`config.mk`:
```
export PLATFORM = sky130hd
export DESIGN_NAME = bayerDemosaic
export DESIGN_NICKNAME = d
export VERILOG_FILES = /design/src/hw/demosaicPkg.sv /design/src/hw/lineBuffer.sv /design/src/hw/frameSequencer.sv /design/src/hw/greenInterp.sv /design/src/hw/pixelAssembler.sv /design/src/hw/bayerDemosaic.sv
export SDC_FILE = /design/constraint.sdc
export NUM_CORES = 1
export LEC_CHECK = 0
export ABC_AREA = 1
export BUFFER_PORTS_ARGS = -buffer_cell sky130_fd_sc_hd__buf_2
export CORE_MARGIN = 2
export CORE_UTILIZATION = 47
export CTS_CLUSTER_DIAMETER = 80
export CTS_CLUSTER_SIZE = 25
export DETAILED_ROUTE_END_ITERATION = 12
export HOLD_SLACK_MARGIN = 0.06
export SETUP_SLACK_MARGIN = 0.1
export SYNTH_ARGS = -nofsm -noshare
export SYNTH_HDL_FRONTEND = slang
export SYNTH_HIERARCHICAL = 1
export SYNTH_SLANG_ARGS = --single-unit
```
`constraint.sdc`:
```
create_clock -name clk -period 2.44 [get_ports clk]
set_input_delay 0.488 -clock clk [delete_from_list [all_inputs] [get_ports clk]]
set_output_delay 0.488 -clock clk [all_outputs]
set_load 0.05 [all_outputs]
```
`src/hw/demosaicPkg.sv`:
```
package demosaicPkg;

	// Frame geometry
	localparam int frameWidth = 16;
	localparam int frameHeight = 8;
	localparam int pixelWidth = 8;
	localparam int pixelCount = frameWidth * frameHeight;

	// Filler strobes push the last rows through the window and pipeline
	localparam int flushStrobes = frameWidth + 5;
	localparam int frameStrobes = pixelCount + flushStrobes;

	localparam int coordWidth = $clog2((frameWidth > frameHeight) ? frameWidth : frameHeight);
	localparam int strobeCntWidth = $clog2(frameStrobes);

	typedef logic [pixelWidth-1:0] pixelT;
	typedef logic [coordWidth-1:0] coordT;
	typedef logic [strobeCntWidth-1:0] strobeCntT;

	localparam coordT lastX = coordT'(frameWidth - 1);
	localparam coordT lastY = coordT'(frameHeight - 1);

	// Strobe indices within a frame period
	localparam strobeCntT centreStart = strobeCntT'(frameWidth + 1);
	localparam strobeCntT centreEnd = strobeCntT'(frameWidth + pixelCount);
	localparam strobeCntT lastStrobe = strobeCntT'(frameStrobes - 1);

	// 3x3 neighbourhood around the centre sample
	typedef struct packed {
		pixelT topLeft;
		pixelT topCentre;
		pixelT topRight;
		pixelT middleLeft;
		pixelT middleCentre;
		pixelT middleRight;
		pixelT bottomLeft;
		pixelT bottomCentre;
		pixelT bottomRight;
	} windowT;

	typedef struct packed {
		coordT x;
		coordT y;
		logic centreValid;
		logic frameEnd;
	} sitePosT;

	typedef enum logic [1:0] {siteGreen, siteBlue, siteRed} bayerSiteT;

	typedef enum logic [1:0] {useVertical, useHorizontal, useBoth} gradChoiceT;

	typedef struct packed {
		pixelT r;
		pixelT g;
		pixelT b;
	} rgbT;

endpackage

```
`src/hw/lineBuffer.sv`:
```
module lineBuffer (
	input logic clk,
	input logic reset,
	input logic inValid,
	input demosaicPkg::pixelT inPixel,
	output demosaicPkg::windowT window
);

	// Previous row and the row before it
	demosaicPkg::pixelT recentRow [demosaicPkg::frameWidth];
	demosaicPkg::pixelT olderRow [demosaicPkg::frameWidth];

	demosaicPkg::coordT col;
	demosaicPkg::pixelT middleTap;
	demosaicPkg::pixelT topTap;

	// Both rows read before write at the shared column address
	assign middleTap = recentRow[col];
	assign topTap = olderRow[col];

	always_ff @(posedge clk) begin
		if (reset) begin
			col <= '0;
		end
		else if (inValid) begin
			if (col == demosaicPkg::lastX) begin
				col <= '0;
			end
			else begin
				col <= col + 1'b1;
			end
		end
	end

	always_ff @(posedge clk) begin
		if (inValid) begin
			recentRow[col] <= inPixel;
			olderRow[col] <= middleTap;
		end
	end

	// Newest sample enters on the right
	always_ff @(posedge clk) begin
		if (inValid) begin
			window.topRight <= topTap;
			window.topCentre <= window.topRight;
			window.topLeft <= window.topCentre;

			window.middleRight <= middleTap;
			window.middleCentre <= window.middleRight;
			window.middleLeft <= window.middleCentre;

			window.bottomRight <= inPixel;
			window.bottomCentre <= window.bottomRight;
			window.bottomLeft <= window.bottomCentre;
		end
	end

	colInRange: assert property (
		@(posedge clk) disable iff (reset)
		col < demosaicPkg::frameWidth
	);

endmodule

```
`src/hw/frameSequencer.sv`:
```
module frameSequencer (
	input logic clk,
	input logic reset,
	input logic inValid,
	output demosaicPkg::sitePosT sitePos
);

	demosaicPkg::strobeCntT strobeCnt;
	logic inFrame;
	logic firstCentre;
	logic lastCentre;

	// Strobes whose window centre holds a real frame pixel
	assign firstCentre = strobeCnt == demosaicPkg::centreStart;
	assign lastCentre = strobeCnt == demosaicPkg::centreEnd;
	assign inFrame = (strobeCnt >= demosaicPkg::centreStart) &&
		(strobeCnt <= demosaicPkg::centreEnd);

	always_ff @(posedge clk) begin
		if (reset) begin
			strobeCnt <= '0;
		end
		else if (inValid) begin
			if (strobeCnt == demosaicPkg::lastStrobe) begin
				strobeCnt <= '0;
			end
			else begin
				strobeCnt <= strobeCnt + 1'b1;
			end
		end
	end

	always_ff @(posedge clk) begin
		if (reset) begin
			sitePos <= '0;
		end
		else if (inValid) begin
			sitePos.centreValid <= inFrame;
			sitePos.frameEnd <= lastCentre;

			if (firstCentre) begin
				sitePos.x <= '0;
				sitePos.y <= '0;
			end
			else if (inFrame) begin
				// Raster step for the pixel now at the centre
				if (sitePos.x == demosaicPkg::lastX) begin
					sitePos.x <= '0;
					sitePos.y <= sitePos.y + 1'b1;
				end
				else begin
					sitePos.x <= sitePos.x + 1'b1;
				end
			end
		end
	end

	frameEndInFrame: assert property (
		@(posedge clk) disable iff (reset)
		sitePos.frameEnd |-> sitePos.centreValid &&
			sitePos.x == demosaicPkg::lastX && sitePos.y == demosaicPkg::lastY
	);

endmodule

```
`src/hw/greenInterp.sv`:
```
module greenInterp (
	input logic clk,
	input logic reset,
	input logic inValid,
	input demosaicPkg::windowT window,
	input demosaicPkg::sitePosT sitePos,
	output demosaicPkg::sitePosT sitePosOut,
	output demosaicPkg::pixelT centre,
	output demosaicPkg::pixelT green
);

	// Stage 1 border flags and sums
	logic atLeft;
	logic atRight;
	logic atTop;
	logic atBottom;
	logic [demosaicPkg::pixelWidth:0] sumH;
	logic [demosaicPkg::pixelWidth:0] sumV;
	logic [demosaicPkg::pixelWidth:0] sumBoth;

	// Masked neighbours and direction averages
	demosaicPkg::pixelT leftQ;
	demosaicPkg::pixelT rightQ;
	demosaicPkg::pixelT upQ;
	demosaicPkg::pixelT downQ;
	demosaicPkg::pixelT avgH1;
	demosaicPkg::pixelT avgV1;

	// Stage 2
	demosaicPkg::pixelT gradH;
	demosaicPkg::pixelT gradV;
	demosaicPkg::pixelT avgH2;
	demosaicPkg::pixelT avgV2;
	demosaicPkg::pixelT avgBoth2;

	demosaicPkg::gradChoiceT choice;

	demosaicPkg::sitePosT posPipe [3];
	demosaicPkg::pixelT centrePipe [3];

	function automatic demosaicPkg::pixelT absDiff(
		input demosaicPkg::pixelT a,
		input demosaicPkg::pixelT b
	);
		return (a > b) ? a - b : b - a;
	endfunction

	assign atLeft = sitePos.x == '0;
	assign atRight = sitePos.x == demosaicPkg::lastX;
	assign atTop = sitePos.y == '0;
	assign atBottom = sitePos.y == demosaicPkg::lastY;

	assign sumH = {1'b0, window.middleLeft} + {1'b0, window.middleRight};
	assign sumV = {1'b0, window.topCentre} + {1'b0, window.bottomCentre};
	assign sumBoth = {1'b0, avgH1} + {1'b0, avgV1};

	always_ff @(posedge clk) begin
		if (inValid) begin
			// Missing neighbours count as zero in the gradients
			leftQ <= atLeft ? '0 : window.middleLeft;
			rightQ <= atRight ? '0 : window.middleRight;
			upQ <= atTop ? '0 : window.topCentre;
			downQ <= atBottom ? '0 : window.bottomCentre;

			// At a border the average is the one neighbour present
			if (atLeft) begin
				avgH1 <= window.middleRight;
			end
			else if (atRight) begin
				avgH1 <= window.middleLeft;
			end
			else begin
				avgH1 <= sumH[demosaicPkg::pixelWidth:1];
			end

			if (atTop) begin
				avgV1 <= window.bottomCentre;
			end
			else if (atBottom) begin
				avgV1 <= window.topCentre;
			end
			else begin
				avgV1 <= sumV[demosaicPkg::pixelWidth:1];
			end
		end
	end

	always_ff @(posedge clk) begin
		if (inValid) begin
			gradH <= absDiff(leftQ, rightQ);
			gradV <= absDiff(upQ, downQ);
			avgH2 <= avgH1;
			avgV2 <= avgV1;
			avgBoth2 <= sumBoth[demosaicPkg::pixelWidth:1];
		end
	end

	// Interpolate along the smoother direction
	always_comb begin
		if (gradH > gradV) begin
			choice = demosaicPkg::useVertical;
		end
		else if (gradH < gradV) begin
			choice = demosaicPkg::useHorizontal;
		end
		else begin
			choice = demosaicPkg::useBoth;
		end
	end

	always_ff @(posedge clk) begin
		if (inValid) begin
			case (choice)
				demosaicPkg::useVertical: green <= avgV2;
				demosaicPkg::useHorizontal: green <= avgH2;
				default: green <= avgBoth2;
			endcase
		end
	end

	// Site info and centre sample follow the three stages
	always_ff @(posedge clk) begin
		if (reset) begin
			for (int i = 0; i < 3; i++) begin
				posPipe[i] <= '0;
			end
		end
		else if (inValid) begin
			posPipe[0] <= sitePos;
			posPipe[1] <= posPipe[0];
			posPipe[2] <= posPipe[1];
		end
	end

	always_ff @(posedge clk) begin
		if (inValid) begin
			centrePipe[0] <= window.middleCentre;
			centrePipe[1] <= centrePipe[0];
			centrePipe[2] <= centrePipe[1];
		end
	end

	assign sitePosOut = posPipe[2];
	assign centre = centrePipe[2];

endmodule

```
`src/hw/pixelAssembler.sv`:
```
module pixelAssembler (
	input logic clk,
	input logic reset,
	input logic inValid,
	input demosaicPkg::sitePosT sitePos,
	input demosaicPkg::pixelT centre,
	input demosaicPkg::pixelT green,
	output demosaicPkg::rgbT outRgb,
	output logic outValid,
	output logic frameDone
);

	demosaicPkg::bayerSiteT site;

	// G on matching parities, B on even rows, R on odd rows
	always_comb begin
		if (sitePos.x[0] == sitePos.y[0]) begin
			site = demosaicPkg::siteGreen;
		end
		else if (!sitePos.y[0]) begin
			site = demosaicPkg::siteBlue;
		end
		else begin
			site = demosaicPkg::siteRed;
		end
	end

	always_ff @(posedge clk) begin
		if (inValid) begin
			case (site)
				demosaicPkg::siteBlue: begin
					outRgb.r <= '0;
					outRgb.g <= green;
					outRgb.b <= centre;
				end
				demosaicPkg::siteRed: begin
					outRgb.r <= centre;
					outRgb.g <= green;
					outRgb.b <= '0;
				end
				default: begin
					outRgb.r <= '0;
					outRgb.g <= centre;
					outRgb.b <= '0;
				end
			endcase
		end
	end

	// Single-cycle pulses after each accepted strobe
	always_ff @(posedge clk) begin
		if (reset) begin
			outValid <= 1'b0;
			frameDone <= 1'b0;
		end
		else begin
			outValid <= inValid && sitePos.centreValid;
			frameDone <= inValid && sitePos.frameEnd;
		end
	end

	noHeldValid: assert property (
		@(posedge clk) disable iff (reset)
		outValid && !inValid |=> !outValid
	);

endmodule

```
`src/hw/bayerDemosaic.sv`:
```
module bayerDemosaic (
	input logic clk,
	input logic reset,
	input logic inValid,
	input demosaicPkg::pixelT inPixel,
	output demosaicPkg::rgbT outRgb,
	output logic outValid,
	output logic frameDone
);

	demosaicPkg::windowT window;
	demosaicPkg::sitePosT sitePos;
	demosaicPkg::sitePosT greenPos;
	demosaicPkg::pixelT centre;
	demosaicPkg::pixelT green;

	lineBuffer lineBuffer_i (
		.clk(clk),
		.reset(reset),
		.inValid(inValid),
		.inPixel(inPixel),
		.window(window)
	);

	frameSequencer frameSequencer_i (
		.clk(clk),
		.reset(reset),
		.inValid(inValid),
		.sitePos(sitePos)
	);

	greenInterp greenInterp_i (
		.clk(clk),
		.reset(reset),
		.inValid(inValid),
		.window(window),
		.sitePos(sitePos),
		.sitePosOut(greenPos),
		.centre(centre),
		.green(green)
	);

	pixelAssembler pixelAssembler_i (
		.clk(clk),
		.reset(reset),
		.inValid(inValid),
		.sitePos(greenPos),
		.centre(centre),
		.green(green),
		.outRgb(outRgb),
		.outValid(outValid),
		.frameDone(frameDone)
	);

endmodule

```
======== After elaboration in Yosys (flattened, before gate mapping) ========
Memories as Yosys holds them, arrays and structs flattened. A register that Yosys moved wholly into a read port is not among the register bits.
Cells that the tools add are included.
storage, ports and cells
  memories kept ........................... 4
  bits in writable memories ............... 310
  flip-flop bits (word level) ............. 192
  output and inout bits ................... 26
  input bits .............................. 11
  word-level logic and storage cells ...... 102
memory list
  memory                    depth  width  rd ports  clocked after Yosys merged registers in  write ports  RTL line           source
  lineBuffer_i.olderRow     16     8      1         1                                        1            lineBuffer.sv:11   demosaicPkg::pixelT olderRow [demosaicPkg::frameWidth];
  lineBuffer_i.recentRow    16     8      1         1                                        1            lineBuffer.sv:10   demosaicPkg::pixelT recentRow [demosaicPkg::frameWidth];
  greenInterp_i.posPipe     3      10     3         0                                        3            greenInterp.sv:38  demosaicPkg::sitePosT posPipe [3];
  greenInterp_i.centrePipe  3      8      3         0                                        3            greenInterp.sv:39  demosaicPkg::pixelT centrePipe [3];
cells by class
  $add $sub $neg .......................... 11
  bitwise gates (word level) .............. 3
  multiplexer cells ....................... 29
  equal/unequal tests ..................... 10
  reductions and logical operators ........ 10
  order comparisons ....................... 6
operator list
  kind                                                   number
  two-way mux 8 bit                                      9
  case mux 24 bit (2 select lines)                       1
  subtractor 8 bit                                       4
  two-way mux 10 bit                                     3
  adder 8 x 8 -> 9 bit                                   3
  greater-than comparator 8 bit                          3
  two-way mux 4 bit                                      5
  == test 8 bit, second input constant                   2
  case mux 8 bit (2 select lines)                        1
  adder 4 x 1 -> 4 bit, second input constant            3
  adder 8 x 1 -> 8 bit, second input constant            1
  == test 4 bit, second input constant                   2
  == test 8 x 5 -> 1 bit, second input constant          1
  >= comparator 8 x 5 -> 1 bit, second input constant    1
  less-or-equal comparator 8 bit, second input constant  1
  logical NOT 4 bit                                      2
  < comparator 8 bit                                     1
  two-way mux 2 bit                                      4
  two-way mux 1 bit                                      6
  == test 2 x 1 -> 1 bit, second input constant          2
  == test 4 x 3 -> 1 bit, second input constant          1
  nonzero test 2 bit                                     2
  logical AND 1 bit                                      3
  OR 1 bit                                               3
  5 further kinds                                        5

======== Depth between registers and ports, before layout ========
  depth in word-level cells ............... 5
  mapped depth ............................ 12
  gate-level depth less buffers ........... 11

======== Hierarchy ========
The synthesis kept the hierarchy.
modules (own cells, without submodules)
  module          cells each  sequential area each (um^2)  area each (um^2)  times used
  lineBuffer      1225        10009.6                      13724.4           1
  greenInterp     875         4504.3                       8455.6            1
  pixelAssembler  113         760.7                        1134.8            1
  frameSequencer  146         360.3                        1056.0            1

======== Least setup slack after synthesis ========
OpenSTA, ideal clock, no wires.
  path kind ............................... reg2reg
  start ................................... register lineBuffer_i.col[1]
  end ..................................... memory lineBuffer_i/olderRow[1][0] in the netlist's numbering (enable)
  setup slack ............................. 345 ps
  arrival time ............................ 1707 ps
  data required time ...................... 2052 ps
  cell stages (with the launch flop) ...... 7
  cell sequence ........................... dfxtp_1 buf_2 inv_2 buf_2 ha_1 nand2_1 nor2_1
RTL lines
  element                   RTL line          source
  start: declaration        lineBuffer.sv:13  demosaicPkg::coordT col;
  start signal: assignment  lineBuffer.sv:30  col <= col + 1'b1;
  end: declaration          lineBuffer.sv:11
Straight into the memory's write port.

======== Worst setup path after layout ========
  start ................................... register frameSequencer_i/sitePos[2] (netlist name)
  end ..................................... register greenInterp_i.avgV1[2], data pin
between the ends
  longest elaborated chain between the ends .. 3
  elaborated cells between the ends (all ways) .. 4
  those cells by class .................... eq/ne (1); mux (2); reduce/logical (1)
ends and longest elaborated chain
  element                 RTL line           source
  == test 4 x 3 -> 1 bit  greenInterp.sv:51  assign atBottom = sitePos.y == demosaicPkg::lastY;
  two-way mux 8 bit       greenInterp.sv:79  else if (atBottom) begin
  two-way mux 8 bit (*)   greenInterp.sv:76  if (atTop) begin
  end signal: assignment  greenInterp.sv:77  avgV1 <= window.bottomCentre;
  end signal: assignment  greenInterp.sv:80  avgV1 <= window.topCentre;
  end signal: assignment  greenInterp.sv:83  avgV1 <= sumV[demosaicPkg::pixelWidth:1];
  end: declaration        greenInterp.sv:27  demosaicPkg::pixelT avgV1;
Every way passes the cells marked *; elsewhere a longest branch is shown, timed or not.
A chain may end at the register's enable or synchronous reset.

==> reports/results.ini <==
[worst_setup_path]
cp_num_buf_inv=2
cp_slowest_stage_delay_ns=0.46
crit_start=frameSequencer_i/sitePos[2]$_SDFFE_PP0P_
rr_endpoint=greenInterp_i/avgV1[2]$_DFFE_PP_
critPathLaunchType=flop
endpoint_kind=flop
reg2regPathDepth=6
arrival_ns=2.42
critPathRequiredTime_ns=2.74
crit-reg2reg-launch=frameSequencer_i/sitePos[2]$_SDFFE_PP0P_
path_class=flop to flop
cp_top_family=buffers and inverters
r2r_slack_ns=0.32
endpoint=greenInterp_i/avgV1[2]$_DFFE_PP_
crit_fanout=18
crit_cells=6
slowest_stage=dfxtp_1
crit_chain=inv_1 > nand4_1 > clkinv_1 > a21oi_1 > nand2_1 > o21ai_0

[place]
postPlaceCellArea_sq_um=24200
dpl.hpwl_um=31600
gp_congestion=0.8268
pre_cts_slack_ns=0.3435
portBuffers=36

[power_and_ir_drop]
p_total_mw=17.48
ir_drop_mv=0.5338
p_leak_nw=11.16
power_density_nw_per_um2=695.1

[logic_synthesis]
postSynthCellCount=2289
avgSynthCellArea_sq_um=10.13
yosys_warnings=6
synth_area_sq_um=23190
syn-num-nets=2378

[die]
dieHeight_um=226.1
core_sq_um=48850
die_width_um=226.1
die_area_sq_um=51140
ioPinCount=37
start_util=0.4748
rows=81

[route]
wire_per_inst_um=15.70
vias_per_cell=4.829
firstDrtPassIters=5
wirelength_um=47410
num_vias=14580
drc=0
antenna_left=0
dr.first_iter.drc_count=1057

[final_layout]
syn_to_final_growth_pct=8.465
final_area_sq_um=25160
diodes=0
nNetsFinal=2423
fin_util=0.5150
final_layout_size_suffix_gt1_frac=0.08829
fillers=4433

[timing]
post-route-period-util=0.8692
post-route-min-period_ns=2.121
fmax_ghz=0.4715
setup_violations=0
tns_ns=0
slew_headroom=0.5525
worst_pin_slew_ns=0.6702
clock_skew_ns=0.02890
maxSlewViolCount=0
hold_viol_final=0
rsz0062_at_grt=no
finalWorstSetupSlack_ns=0.3191

[global_routing]
grt_use_met2=0.3328
antenna_found_initial=0
grt_pass1_vias=14310
use_met1=0.2576
grt_pass1_wl_um=76290
grt_max_degree=123
met3_usage=0.01952
grt.busiest_layer=met2
overflow=0
grt.total_usage=0.1903

[clock_tree]
htree_levels=1
post-cts-setup-buffers=0
worstSkewPairLatency_ns=0.60
tritoncts=built
cts_sinks=496
clock_path_buffers=3
cts_made_buffers=28
cts_resized=0
holdBufCountCts=0
cts_root_buf=clkbuf_16
clk_pin_slew_worst_paths_ns=0.09

[outcome]
status=complete, no violations

[hold_path]
min-delay-path-class=input port to flop

[run]
cap_violations=0

state kept, by name, indices dropped and copies added, names as in the netlist, 4 cells and up, named ones only:
name / cells
lineBuffer_i/olderRow: 128
lineBuffer_i/recentRow: 128
lineBuffer_i/window: 56
greenInterp_i/centrePipe: 24
pixelAssembler_i/outRgb: 24
greenInterp_i/posPipe: 12
frameSequencer_i/sitePos: 10
frameSequencer_i/strobeCnt: 8
greenInterp_i/avgBoth2: 8
greenInterp_i/avgH1: 8
greenInterp_i/avgH2: 8
greenInterp_i/avgV1: 8
greenInterp_i/avgV2: 8
greenInterp_i/downQ: 8
greenInterp_i/gradH: 8
greenInterp_i/gradV: 8
greenInterp_i/green: 8
greenInterp_i/leftQ: 8
greenInterp_i/rightQ: 8
greenInterp_i/upQ: 8
lineBuffer_i/col: 4
metal layers:
layer | vias to the layer above | share of wire
met5 | - | 0
li1 | 7411 | -
met1 | 6845 | 0.45
met3 | 54 | 0.043
met4 | 0 | 0.018
met2 | 273 | 0.49
stage by stage:
step,hold slack [ns],std cells
2_1_floorplan,0.4003,2289
3_3_place_gp,0.4039,2968
3_5_place_dp,0.4052,2968
4_1_cts,0.2387,3020
5_1_grt,0.2393,3020
6_report,0.2683,3020
worst min-delay path by stage:
stage                                                   startpoint                                        end  slack [ns]  cells past startpoint
after global placement            lineBuffer_i/window[4]$_DFFE_PP_          lineBuffer_i/window[12]$_DFFE_PP_        0.40                      0
final                                                      inValid      pixelAssembler_i/outRgb[23]$_DFFE_PP_        0.27                      1
after global routing                                       inValid      pixelAssembler_i/outRgb[15]$_DFFE_PP_        0.24                      1
after floorplan           greenInterp_i/centrePipe[0][2]$_DFFE_PP_  greenInterp_i/centrePipe[0][10]$_DFFE_PP_        0.40                      0
after CTS                                                  inValid      pixelAssembler_i/outRgb[23]$_DFFE_PP_        0.24                      1
after detailed placement  greenInterp_i/centrePipe[0][1]$_DFFE_PP_   greenInterp_i/centrePipe[0][9]$_DFFE_PP_        0.41                      0
layout by cell type, fill, tap and decap left out, types with 5 or more instances in the layout:
master / count
buf_12: 5
nand4_1: 9
nor2_1: 118
clkbuf_1: 6
nand2_2: 10
nand3_1: 232
dfxtp_1: 26
a21oi_1: 55
ha_1: 71
edfxtp_1: 468
nand2_4: 8
nor2_2: 9
nand2_1: 661
o21ai_0: 18
clkbuf_16: 29
clkinv_1: 6
fa_1: 7
inv_1: 417
xor2_1: 18
buf_4: 53
inv_2: 13
buf_2: 35
nand3_2: 5
area by class of cell:
type / instances / area (sq um) / share of cell area
sequential: 496 / 14620 / 0.5810
multi-input combinational: 1277 / 6417 / 0.2551
inverter: 437 / 1648 / 0.06551
tap: 664 / 830.8 / 0.03303
clock buffer: 37 / 775.7 / 0.03084
timing repair buffer: 94 / 688.2 / 0.02736
clock inverter: 15 / 178.9 / 0.007113
where the power goes:
group / switching [mW] / internal, mW / leakage (nW) / total (mW)
sequential: 0.191 / 9.84 / 4.65 / 10.0
clock: 2.85 / 2.47 / 0.461 / 5.31
combinational: 1.46 / 0.683 / 6.04 / 2.14
total: 4.50 / 13.0 / 11.2 / 17.5
Power figures use the tool's default switching activity.
